--- src/source/alu_defs.svh ---
`ifndef ALU_DEFS_SVH
`define ALU_DEFS_SVH

// Operand width of Y and the bus
`define ALU_WIDTH 32

// Opcode field width
`define ALU_OP_BITS 4

// Radix-4 Booth retires two multiplier bits per step
`define ALU_MUL_STEPS 16

// Non-restoring divide produces one quotient bit per step
`define ALU_DIV_STEPS 32

// Shift amount taken from the low bits of the bus operand
`define ALU_SH_BITS 5

// Step counter width, wide enough for the divide count
`define ALU_CNT_BITS 6

`endif

--- src/source/alu_pkg.sv ---
`include "alu_defs.svh"

package alu_pkg;

	// Opcode map, codes 13 to 15 unused
	typedef enum logic [`ALU_OP_BITS-1:0] {
		OP_AND    = 4'd0,
		OP_OR     = 4'd1,
		OP_NEGATE = 4'd2,
		OP_NOT    = 4'd3,
		OP_ADD    = 4'd4,
		OP_SUB    = 4'd5,
		OP_MUL    = 4'd6,
		OP_DIV    = 4'd7,
		OP_SHR    = 4'd8,
		OP_SHRA   = 4'd9,
		OP_SHL    = 4'd10,
		OP_ROR    = 4'd11,
		OP_ROL    = 4'd12
	} alu_op_e;

	// Controller states
	typedef enum logic [1:0] {
		IDLE,
		EXEC,
		ITER,
		DONE
	} ctrl_state_e;

endpackage

--- src/source/iter_if.sv ---
`timescale 1ns/1ps
`include "alu_defs.svh"

interface iter_if;

	// One-cycle start with operands
	logic                  load;
	logic [`ALU_WIDTH-1:0] a;
	logic [`ALU_WIDTH-1:0] b;

	// Advance by one iteration
	logic                  step;

	// Result halves from the unit
	logic [`ALU_WIDTH-1:0] hi;
	logic [`ALU_WIDTH-1:0] lo;

	// Controller side
	modport ctrl (output load, output a, output b, output step, input hi, input lo);

	// Data unit side
	modport unit (input load, input a, input b, input step, output hi, output lo);

endinterface

--- src/source/alu_ctrl.sv ---
`timescale 1ns/1ps
`include "alu_defs.svh"

module alu_ctrl
	import alu_pkg::*;
(
	input  logic                    clk,
	input  logic                    rst,
	input  logic                    req,
	input  alu_op_e                 op,
	input  logic [`ALU_WIDTH-1:0]   y,
	input  logic [`ALU_WIDTH-1:0]   bus_in,
	output logic                    ack,
	output logic [2*`ALU_WIDTH-1:0] c,
	output logic                    cnt_start,
	output logic [5:0]              cnt_steps,
	input  logic                    cnt_last,
	iter_if.ctrl                    mul,
	iter_if.ctrl                    div,
	output logic [`ALU_WIDTH-1:0]   a_q,
	output logic [`ALU_WIDTH-1:0]   b_q,
	output alu_op_e                 op_q,
	input  logic [2*`ALU_WIDTH-1:0] simple_res
);

	ctrl_state_e state;
	// Divider owes one sign fix-up step after the counter ends
	logic        fix_q;
	logic        is_mul;
	logic        is_div;

	assign is_mul = (op_q == OP_MUL);
	assign is_div = (op_q == OP_DIV);

	// Counter launch in EXEC for the iterative ops only
	assign cnt_start = (state == EXEC) && (is_mul || is_div);
	assign cnt_steps = is_div ? 6'(`ALU_DIV_STEPS) : 6'(`ALU_MUL_STEPS);

	// Multiplier port
	assign mul.load = (state == EXEC) && is_mul;
	assign mul.a    = a_q;
	assign mul.b    = b_q;
	assign mul.step = (state == ITER) && is_mul;

	// Divider port
	assign div.load = (state == EXEC) && is_div;
	assign div.a    = a_q;
	assign div.b    = b_q;
	assign div.step = (state == ITER) && is_div;

	// Operands captured as the request is accepted
	always_ff @(posedge clk) begin
		if (state == IDLE && req) begin
			a_q <= y;
			b_q <= bus_in;
		end
	end

	always_ff @(posedge clk) begin
		if (rst) begin
			state <= IDLE;
			ack   <= 1'b0;
			c     <= '0;
			fix_q <= 1'b0;
			op_q  <= OP_AND;
		end else begin
			case (state)
				IDLE: begin
					if (req) begin
						op_q  <= op;
						state <= EXEC;
					end
				end
				EXEC: begin
					// Single-cycle result goes straight into c
					if (is_mul || is_div) begin
						state <= ITER;
					end else begin
						c     <= simple_res;
						state <= DONE;
					end
				end
				ITER: begin
					if (fix_q) begin
						fix_q <= 1'b0;
						state <= DONE;
					end else if (cnt_last) begin
						if (is_div)
							fix_q <= 1'b1;
						else
							state <= DONE;
					end
				end
				DONE: begin
					// First DONE cycle raises ack with the unit result
					if (!ack) begin
						ack <= 1'b1;
						if (is_mul)
							c <= {mul.hi, mul.lo};
						else if (is_div)
							c <= {div.hi, div.lo};
					end else if (!req) begin
						ack   <= 1'b0;
						state <= IDLE;
					end
				end
				default: state <= IDLE;
			endcase
		end
	end

	// Ack only once a result is held
	a_no_early_ack: assert property (@(posedge clk) disable iff (rst)
		(state == IDLE || state == EXEC) |-> !ack);

	// Units only advance while iterating
	a_step_in_iter: assert property (@(posedge clk) disable iff (rst)
		(mul.step || div.step) |-> (state == ITER));

	// Requester keeps req up through the iterations
	a_req_held: assert property (@(posedge clk) disable iff (rst)
		(state == ITER) |-> req);

endmodule

--- src/source/step_counter.sv ---
`timescale 1ns/1ps

module step_counter (
	input  logic       clk,
	input  logic       rst,
	input  logic       start,
	input  logic [5:0] steps,
	output logic       busy,
	output logic       last
);

	// Steps still to run
	logic [5:0] count;

	always_ff @(posedge clk) begin
		if (rst) begin
			count <= '0;
		end else if (start) begin
			count <= steps;
		end else if (busy) begin
			// One step per cycle
			count <= count - 6'd1;
		end
	end

	assign busy = (count != 6'd0);

	// Final step cycle
	assign last = (count == 6'd1);

	// A new launch only once the previous run has drained
	a_start_idle: assert property (@(posedge clk) disable iff (rst)
		start |-> !busy);

endmodule

--- src/source/single_cycle_unit.sv ---
`timescale 1ns/1ps
`include "alu_defs.svh"

module single_cycle_unit
	import alu_pkg::*;
(
	input  logic [`ALU_WIDTH-1:0]   a,
	input  logic [`ALU_WIDTH-1:0]   b,
	input  alu_op_e                 op,
	output logic [2*`ALU_WIDTH-1:0] res
);

	// Shift amount from the bus operand
	logic [`ALU_SH_BITS-1:0]  sh;
	// A side by side, so rotates become plain shifts
	logic [2*`ALU_WIDTH-1:0] dbl;
	logic [2*`ALU_WIDTH-1:0] rot_r;
	logic [2*`ALU_WIDTH-1:0] rot_l;
	logic [`ALU_WIDTH-1:0]   lo;

	assign sh  = b[`ALU_SH_BITS-1:0];
	assign dbl = {a, a};

	// Right rotate lands in the low word
	assign rot_r = dbl >> sh;

	// Left rotate lands in the high word
	assign rot_l = dbl << sh;

	always_comb begin
		case (op)
			// Bitwise logic
			OP_AND:    lo = a & b;
			OP_OR:     lo = a | b;
			// Two's complement of Y
			OP_NEGATE: lo = -a;
			OP_NOT:    lo = ~a;
			// Wraps at 32 bits
			OP_ADD:    lo = a + b;
			OP_SUB:    lo = a - b;
			// Zero fill
			OP_SHR:    lo = a >> sh;
			// Sign fill
			OP_SHRA:   lo = $signed(a) >>> sh;
			OP_SHL:    lo = a << sh;
			OP_ROR:    lo = rot_r[`ALU_WIDTH-1:0];
			OP_ROL:    lo = rot_l[2*`ALU_WIDTH-1:`ALU_WIDTH];
			// MUL, DIV and unused codes
			default:   lo = '0;
		endcase
	end

	// Upper half unused by these ops
	assign res = {{`ALU_WIDTH{1'b0}}, lo};

endmodule

--- src/source/booth_multiplier.sv ---
`timescale 1ns/1ps
`include "alu_defs.svh"

module booth_multiplier (
	input  logic clk,
	input  logic rst,
	iter_if.unit port
);

	// Multiplicand held for the whole run
	logic [`ALU_WIDTH-1:0] mcand;
	// Two guard bits so that 2a and its sum fit
	logic [`ALU_WIDTH+1:0] mcand_x;
	logic [`ALU_WIDTH+1:0] pp;
	logic [`ALU_WIDTH+1:0] sum;
	// Upper partial product
	logic [`ALU_WIDTH+1:0] acc;
	// Multiplier bits, refilled from the top with product bits
	logic [`ALU_WIDTH-1:0] mplr;
	// Bit shifted out last step
	logic                  q_m1;
	logic [2:0]            triple;

	assign mcand_x = {{2{mcand[`ALU_WIDTH-1]}}, mcand};
	assign triple  = {mplr[1:0], q_m1};

	// Bit-pair recoding
	always_comb begin
		case (triple)
			3'b001, 3'b010: pp = mcand_x;
			3'b011:         pp = mcand_x << 1;
			3'b100:         pp = -(mcand_x << 1);
			3'b101, 3'b110: pp = -mcand_x;
			// 000 and 111 add nothing
			default:        pp = '0;
		endcase
	end

	assign sum = acc + pp;

	always_ff @(posedge clk) begin
		if (port.load)
			mcand <= port.a;
	end

	always_ff @(posedge clk) begin
		if (rst) begin
			acc  <= '0;
			mplr <= '0;
			q_m1 <= 1'b0;
		end else if (port.load) begin
			acc  <= '0;
			mplr <= port.b;
			q_m1 <= 1'b0;
		end else if (port.step) begin
			// Arithmetic shift by two of {sum, mplr}
			acc  <= {{2{sum[`ALU_WIDTH+1]}}, sum[`ALU_WIDTH+1:2]};
			mplr <= {sum[1:0], mplr[`ALU_WIDTH-1:2]};
			q_m1 <= mplr[1];
		end
	end

	// Product after 16 steps
	assign port.hi = acc[`ALU_WIDTH-1:0];
	assign port.lo = mplr;

endmodule

--- src/source/nonrestoring_divider.sv ---
`timescale 1ns/1ps
`include "alu_defs.svh"

module nonrestoring_divider (
	input  logic clk,
	input  logic rst,
	iter_if.unit port
);

	// Operand magnitudes at load time
	logic [`ALU_WIDTH-1:0] a_mag;
	logic [`ALU_WIDTH-1:0] b_mag;
	logic [`ALU_WIDTH-1:0] d_mag;
	// Signed partial remainder, one bit wider than the divisor
	logic [`ALU_WIDTH:0]   r;
	logic [`ALU_WIDTH:0]   r_shift;
	logic [`ALU_WIDTH:0]   r_next;
	logic [`ALU_WIDTH:0]   r_fix;
	// Dividend bits in, quotient bits out
	logic [`ALU_WIDTH-1:0] q_reg;
	logic [`ALU_WIDTH-1:0] q_next;
	logic [`ALU_WIDTH-1:0] rem_mag;
	logic                  sa;
	logic                  sb;
	logic                  dz;
	logic [`ALU_WIDTH-1:0] hi_q;
	logic [`ALU_WIDTH-1:0] lo_q;

	assign a_mag = port.a[`ALU_WIDTH-1] ? -port.a : port.a;
	assign b_mag = port.b[`ALU_WIDTH-1] ? -port.b : port.b;

	// Subtract after a positive remainder, add after a negative one
	assign r_shift = {r[`ALU_WIDTH-1:0], q_reg[`ALU_WIDTH-1]};
	assign r_next  = r[`ALU_WIDTH] ? r_shift + {1'b0, d_mag} : r_shift - {1'b0, d_mag};
	assign q_next  = {q_reg[`ALU_WIDTH-2:0], ~r_next[`ALU_WIDTH]};

	// Restore a negative final remainder
	assign r_fix   = r[`ALU_WIDTH] ? r + {1'b0, d_mag} : r;
	assign rem_mag = r_fix[`ALU_WIDTH-1:0];

	always_ff @(posedge clk) begin
		if (port.load) begin
			r     <= '0;
			q_reg <= a_mag;
			d_mag <= b_mag;
			sa    <= port.a[`ALU_WIDTH-1];
			sb    <= port.b[`ALU_WIDTH-1];
			dz    <= (port.b == '0);
		end else if (port.step) begin
			r     <= r_next;
			q_reg <= q_next;
		end
	end

	// Output stage trails the iteration by one step
	// Its capture on the step after the last one is the sign fix-up
	always_ff @(posedge clk) begin
		if (rst) begin
			hi_q <= '0;
			lo_q <= '0;
		end else if (port.step) begin
			// Remainder follows the dividend sign
			hi_q <= sa ? -rem_mag : rem_mag;
			// Quotient truncates toward zero
			lo_q <= dz ? '1 : ((sa ^ sb) ? -q_reg : q_reg);
		end
	end

	assign port.hi = hi_q;
	assign port.lo = lo_q;

endmodule

--- src/source/alu_top.sv ---
`timescale 1ns/1ps
`include "alu_defs.svh"

module alu_top
	import alu_pkg::*;
(
	input  logic                    clk,
	input  logic                    rst,
	input  logic                    req,
	input  alu_op_e                 op,
	input  logic [`ALU_WIDTH-1:0]   y,
	input  logic [`ALU_WIDTH-1:0]   bus_in,
	output logic                    ack,
	output logic [2*`ALU_WIDTH-1:0] c
);

	// Controller to counter
	logic                    cnt_start;
	logic                    cnt_last;
	logic [5:0]              cnt_steps;
	// Latched operands for the single-cycle path
	logic [`ALU_WIDTH-1:0]   a_q;
	logic [`ALU_WIDTH-1:0]   b_q;
	alu_op_e                 op_q;
	logic [2*`ALU_WIDTH-1:0] simple_res;

	// Iterative unit links
	iter_if mul_if ();
	iter_if div_if ();

	alu_ctrl i_ctrl (
		.clk        (clk),
		.rst        (rst),
		.req        (req),
		.op         (op),
		.y          (y),
		.bus_in     (bus_in),
		.ack        (ack),
		.c          (c),
		.cnt_start  (cnt_start),
		.cnt_steps  (cnt_steps),
		.cnt_last   (cnt_last),
		.mul        (mul_if.ctrl),
		.div        (div_if.ctrl),
		.a_q        (a_q),
		.b_q        (b_q),
		.op_q       (op_q),
		.simple_res (simple_res)
	);

	// Iteration timer for MUL and DIV
	step_counter i_cnt (
		.clk   (clk),
		.rst   (rst),
		.start (cnt_start),
		.steps (cnt_steps),
		.busy  (),
		.last  (cnt_last)
	);

	single_cycle_unit i_scu (
		.a   (a_q),
		.b   (b_q),
		.op  (op_q),
		.res (simple_res)
	);

	booth_multiplier i_mul (
		.clk  (clk),
		.rst  (rst),
		.port (mul_if.unit)
	);

	nonrestoring_divider i_div (
		.clk  (clk),
		.rst  (rst),
		.port (div_if.unit)
	);

endmodule

--- config.mk ---
export PLATFORM = sky130hd
export DESIGN_NAME = alu_top
export DESIGN_NICKNAME = d
export VERILOG_FILES = /design/src/source/alu_pkg.sv /design/src/source/iter_if.sv /design/src/source/alu_ctrl.sv /design/src/source/step_counter.sv /design/src/source/single_cycle_unit.sv /design/src/source/booth_multiplier.sv /design/src/source/nonrestoring_divider.sv /design/src/source/alu_top.sv
export VERILOG_INCLUDE_DIRS = /design/src /design/src/source
export SDC_FILE = /design/constraint.sdc
export NUM_CORES = 2
export LEC_CHECK = 0
export BUFFER_PORTS_ARGS = -buffer_cell sky130_fd_sc_hd__buf_2
export CAP_MARGIN = 20
export CORE_MARGIN = 5
export CORE_UTILIZATION = 50
export DETAILED_ROUTE_END_ITERATION = 10
export GPL_ROUTABILITY_DRIVEN = 1
export PLACE_DENSITY = 0.71
export REMOVE_ABC_BUFFERS = 1
export SYNTH_ARGS = -nofsm -noshare
export SYNTH_HDL_FRONTEND = slang
export SYNTH_SLANG_ARGS = --single-unit
--- constraint.sdc ---
create_clock -name clk -period 15.8 [get_ports clk]
set_input_delay 1.58 -clock clk [delete_from_list [all_inputs] [get_ports clk]]
set_output_delay 1.58 -clock clk [all_outputs]
set_load 0.005 [all_outputs]
# Word level (Yosys, flattened, before mapping)
# Index checks and enable logic that the tools add are counted.
# word_totals
reg_bits	403
input_bits	71
out_inout_bits	65
# classes
bitwise_logic	5
n_mux	34
shifts	5
add_sub_neg	13
reduce_logical	21
n_eq_ne	30
# ops
operator	n
$pmux 32 s11	1
$mux 32	9
$mux 64	4
$pmux 34 s4	1
$neg 32->32	4
$pmux 64 s2	1
$neg 34->34	2
$add 32x32->32	2
$shl 64x5->64	1
$shr 64x5->32	1
$add 34x34->34	1
$add 33x32->33	1
$mux 33	1
$sub 33x32->33	1
$and 32x32->32	1
$logic_not 32->1	1
$not 32->32	1
$or 32x32->32	1
$shl 32x5->32	1
$shr 32x5->32	1
$sshr 32x5->32	1
$sub 32x32->32	1
$mux 31	1
$eq 4x4->1 const B	5
other kinds (30)	64

# Longest topological paths before layout
# logic_depth
word_depth	6
depth_mapped	26
ltp_nobuf	23

# By module
# From an unflattened synthesis, not the netlist that was laid out.
# unflattened
cells_unflattened	4525
area_unflattened_um2	36571.3
# by_module_without_submodules
module	seq_area_each_um2	area_each_um2	cells_each	n_inst
nonrestoring_divider	3953.8	12833.6	1520	1
single_cycle_unit	0.0	9272.6	1314	1
booth_multiplier	2262.2	7185.6	887	1
alu_ctrl	3363.2	6887.9	759	1
step_counter	120.1	391.6	45	1

# Worst setup path before layout
# No wires, ideal clock.
# synth_timing
kind	register to register
startpoint	register i_ctrl.b_q[0]
endpoint	register i_ctrl.c[31]
required_time_ps	15726
arrival_time_ps	5875
path_slack_ps	9851
path_stages_with_launch	26
cell_sequence	edfxtp_1 > buf_2 > clkbuf_1 > clkbuf_1 > clkbuf_1 > inv_1 > ha_1 > nor3b_1 > nand3_1 > or3_1 > nor2_1 > nand2_1 > or3_1 > or3_1 > or2_2 > o21ai_0 > xor2_1 > ha_1 > a21oi_1 > o21a_1 > o21ai_0 > a221o_1 > a31oi_1 > o2111ai_1 > a2111o_1 > a31oi_1
# synth_between
elab_chain_cells	4
elab_cells_between_ends	10
# synth_rtl
element	line_no	rtl
start, declared	alu_ctrl.sv:21	output logic [`ALU_WIDTH-1:0] b_q,
start signal, assigned	alu_ctrl.sv:55	b_q <= bus_in;
$sub 32x32->32, or another cell as far along	single_cycle_unit.sv:40	OP_SUB: lo = a - b;
$pmux 32 s11 (*)	single_cycle_unit.sv:31	case (op)
$mux 64 (*)	alu_ctrl.sv:76	if (is_mul || is_div) begin
$pmux 64 s2 (*)	alu_ctrl.sv:67	case (state)
end signal, assigned	alu_ctrl.sv:79	c <= simple_res;
end signal, assigned	alu_ctrl.sv:99	c <= {mul.hi, mul.lo};
end signal, assigned	alu_ctrl.sv:101	c <= {div.hi, div.lo};
end, declared	alu_ctrl.sv:14	output logic [2*`ALU_WIDTH-1:0] c,
# Every way passes the cells marked *; elsewhere a longest branch is shown, timed or not. The select of a mux whose other input is x is not followed.
# A chain may end at the register's enable or synchronous reset.

# Final worst setup path
# layout_timing
startpoint	register i_ctrl.b_q[1]
endpoint	register i_ctrl.c[31]
# Same word-level chain as after synthesis.

==> impl_metrics.csv <==
group,metric,value,unit
floorplan,core_area,66100,sq um
clock_tree,cts_resized,0,
global_routing,grt_max_degree,81,
clock_tree,cts_buffers,48,
place,routabilityCongestion,1.034,
logic_synthesis,synth_top_family_by_area,"compound AO/OA/AOI/OAI gates",
clock_tree,cts_sinks,403,
floorplan,io_pins,136,
timing,fin_skew,0.02410,ns
global_routing,grt_antenna_before_repair,8,
setup_path,r2r_slack,9.08,ns
cells_and_area,syn2layout_area_growth,8.613,%
logic_synthesis,synth_edf_count,163,
job,max-cap-violations,0,
cells_and_area,top_regs,"i_ctrl.c x64, i_div.r x33",
clock_tree,clkSlewWorstSetupHoldPaths,0.06,ns
logic_synthesis,ys_seq_elements,403,
cells_and_area,multi_input_area,22320,sq um
logic_synthesis,synth_top_area_share,0.1462,
setup_path,path_max_fanout,33,
cells_and_area,regArea,9706,sq um
clock_tree,clkLatencyLatePin,0.62,ns
setup_path,crit_buf_inv,3,
setup_path,rr_worst_depth,23,
logic_synthesis,synth_cells,4274,
clock_tree,cts_setup_buffers,0,
timing,max_slew_margin,0.2909,
cells_and_area,largest_reg_flops,64,
setup_path,critPathMaxStageDelay,0.51,ns
hold_path,hp-class,"register to register",
hold_path,hold_end,"i_ctrl.c[62]$_SDFFE_PP0P_",
setup_path,reg2reg_from,"i_ctrl.b_q[1]$_DFFE_PP_",
setup_path,slowest_stage,"nor3b_1",
drt,wl_per_cell,24.54,microns
setup_path,crit_path_end_kind,"register",
timing,rsz0062_at_grt,"false",
global_routing,grt_usage,0.3354,
logic_synthesis,synth_area_per_cell,7.831,sq um
drt,drtIter0Drc,4152,
timing,finalCritPeriodShare,0.4253,
hold_path,worstHoldStart,"i_ctrl.c[62]$_SDFFE_PP0P_",
cells_and_area,layout-drive-gt1-share,0.09587,
drt,drcViolationCount,0,
power,power.leakage,13.98,nW
logic_synthesis,synth_area_leaders,"edfxtp_1 15%, dfxtp_1 14%, nand2_1 6.5%",
place,port_buffers,135,
floorplan,die_x,268.7,microns
clock_tree,hold_buffers,0,
logic_synthesis,synthDistinctLibCells,99,
logic_synthesis,yosys_warnings,0,
global_routing,grt_pass1_vias,30560,
logic_synthesis,synthAdderAreaFrac,0.06161,
floorplan,start_util,0.5063,
setup_path,cp_cell_sequence,"buf_4, clkinv_1, buf_4, ha_1, nor3b_1, nand3_1, or3_1, nor2_1, nand2_1, or3_1, or3_1, or2_2, o21ai_0, xor2_1, ha_1, a21oi_1, o21a_1, o21ai_0, a221o_1, a31oi_1, o2111ai_1, a2111o_1, a31oi_1",
hold_path,holdPathStages,2,
timing,hold_viol,0,
logic_synthesis,synth_simple_gate_area_frac,0.2110,
cells_and_area,top_register,"i_ctrl.c",
clock_tree,cts-htree-levels,2,
drt,routed-via-count,33590,
setup_path,critPathTopFamily,"simple AND/OR/NAND/NOR gates",
logic_synthesis,synth_area_leader_cell,"edfxtp_1",
drt,ant_nets,0,
cells_and_area,fin_nets,4446,
floorplan,rows,94,
logic_synthesis,synth_compound_area_frac,0.2498,
drt,wirelength,125900,microns
logic_synthesis,netlist_area,33470,sq um
setup_path,cpMostUsedCell,"or3_1",
logic_synthesis,ys.flop_type,"dfxtp_1",
timing,clock.fmax,148.8,MHz
cells_and_area,num-fill-cells,6324,
floorplan,die_h,268.7,microns
setup_path,worst_setup_path_start_kind,"register",
timing,worstMarginPinSlew,1.053,ns
logic_synthesis,synthXorXnorAreaFrac,0.08258,
power,total_power,4.330,mW
drt,firstDrtPassIters,9,
power,peakVddDrop,0.0001126,V
logic_synthesis,synthMuxAreaShare,0.06026,
setup_path,regToRegEndpoint,"i_ctrl.c[31]$_SDFFE_PP0P_",
drt,drt-vias-per-instance,6.544,
clock_tree,clock_path_buffers,3,
power,pwr_density_cell,119.1,nW/um^2
timing,finalSetupViolCount,0,
timing,setup_tns,0,ns
setup_path,path_class,"register to register",
place,dpl.hpwl,91140,microns
logic_synthesis,async_reset_ff_frac,0,
logic_synthesis,synth-seq-area-share,0.2898,
clock_tree,cts-root-buf,"clkbuf_16",
status,status,"completed",
global_routing,grt_pass1_wl,188400,microns
floorplan,die_area,72210,sq um
timing,drv_slew,0,
setup_path,critPathRequiredTime,16.33,ns
setup_path,cp.arrival,7.25,ns
global_routing,grt_overflow_total,0,
timing,period_needed,6.720,ns
clock_tree,cts_tree,"yes",
-- Yosys cell counts, types with 29 or more instances --
master	instances
xnor2_1	174
o31a_1	31
a221oi_1	29
ha_1	144
nand3_1	84
edfxtp_1	163
o31ai_1	41
o211ai_1	54
nand2_1	583
o22ai_1	72
mux2i_1	98
nor2_1	406
a21oi_1	363
inv_1	78
a211oi_1	52
a31oi_1	53
a21o_1	55
xor2_1	139
clkbuf_1	275
nor3_1	127
nand2b_1	89
or3_1	49
o21ai_0	293
buf_1	35
dfxtp_1	240
mux4_2	38
-- logic make-up (layout without fill, tap and decap cells) --
kind of cell | Yosys count | count (layout)
muxes | 152 | 152
buffers and inverters | 399 | 391
AOI/OAI and AO/OA | 1303 | 1303
DFF | 403 | 403
adders and majority gates | 166 | 166
xor gates and xnor gates | 314 | 314
other | 0 | 2
and+or+nand+nor | 1537 | 1537
-- worst max path at each step --
stage / to / cells after the start / from / slack, ns
2_1_floorplan: i_mul.acc[31]$_SDFFE_PP0P_ / 5 / i_ctrl.op_q[1]$_SDFFE_PP0P_ / 7.78
3_3_place_gp: i_ctrl.c[31]$_SDFFE_PP0P_ / 23 / i_ctrl.b_q[1]$_DFFE_PP_ / 9.34
3_5_place_dp: i_ctrl.c[31]$_SDFFE_PP0P_ / 23 / i_ctrl.b_q[1]$_DFFE_PP_ / 9.22
4_1_cts: i_ctrl.c[31]$_SDFFE_PP0P_ / 23 / i_ctrl.b_q[1]$_DFFE_PP_ / 9.17
5_1_grt: i_ctrl.c[31]$_SDFFE_PP0P_ / 23 / i_ctrl.b_q[1]$_DFFE_PP_ / 8.70
6_report: i_ctrl.c[31]$_SDFFE_PP0P_ / 23 / i_ctrl.b_q[1]$_DFFE_PP_ / 9.08
-- placed cells by master, fill, tap and decap left out, types with 54 or more instances in the layout --
| cell type | count |
|---|---|
| o211ai_1 | 54 |
| o21ai_0 | 293 |
| nor3_1 | 127 |
| a21oi_1 | 361 |
| edfxtp_1 | 163 |
| nand2b_1 | 89 |
| o22ai_1 | 72 |
| buf_2 | 134 |
| nand2_1 | 583 |
| mux2i_1 | 98 |
| xor2_1 | 139 |
| a21o_1 | 55 |
| buf_4 | 84 |
| xnor2_1 | 174 |
| nand3_1 | 83 |
| nor2_1 | 401 |
| ha_1 | 142 |
| inv_1 | 77 |
| dfxtp_1 | 235 |
-- power by group --
part	internal, mW	leakage, nW	switching, mW
registers	1.19	3.43	0.132
logic	0.644	9.79	1.24
clock network	0.643	0.753	0.476
-- worst min-delay path: stages, from the launching register on --
cell,delay [ns]
dfxtp_1,0.30
nand2_1,0.05
a21oi_1,0.05
-- layer usage --
layer,vias to the layer above,GRT usage,share of wire
met3,383,0.06497,0.10
met2,1885,0.5115,0.43
li1,15590,-,-
met1,15720,0.4544,0.40
met5,-,0,0.00068
met4,12,0.1737,0.062
-- through the flow --
step	utilization	instances	hold WS (ns)	setup slack, ns	area, sq um
finish	0.5500	5132	0.4431	9.080	36350
CTS	0.5495	5129	0.4483	9.169	36320
detailed placement	0.5257	5040	0.4413	9.215	34750
global placement	0.5253	5039	0.4350	9.336	34720
floorplan	-	3957	0.4257	7.780	32270
global route	0.5499	5130	0.4626	8.704	36350
-- final cells by class --
class	count	share of cell area
clock inverter	18	0.005163
antenna	2	0.0001377
timing repair buffer	220	0.03731
sequential	403	0.2670
inverter	82	0.008467
tap	864	0.02974
clock buffer	71	0.03807
multi-input combinational	3472	0.6141
(Power assumes the default switching activity.)
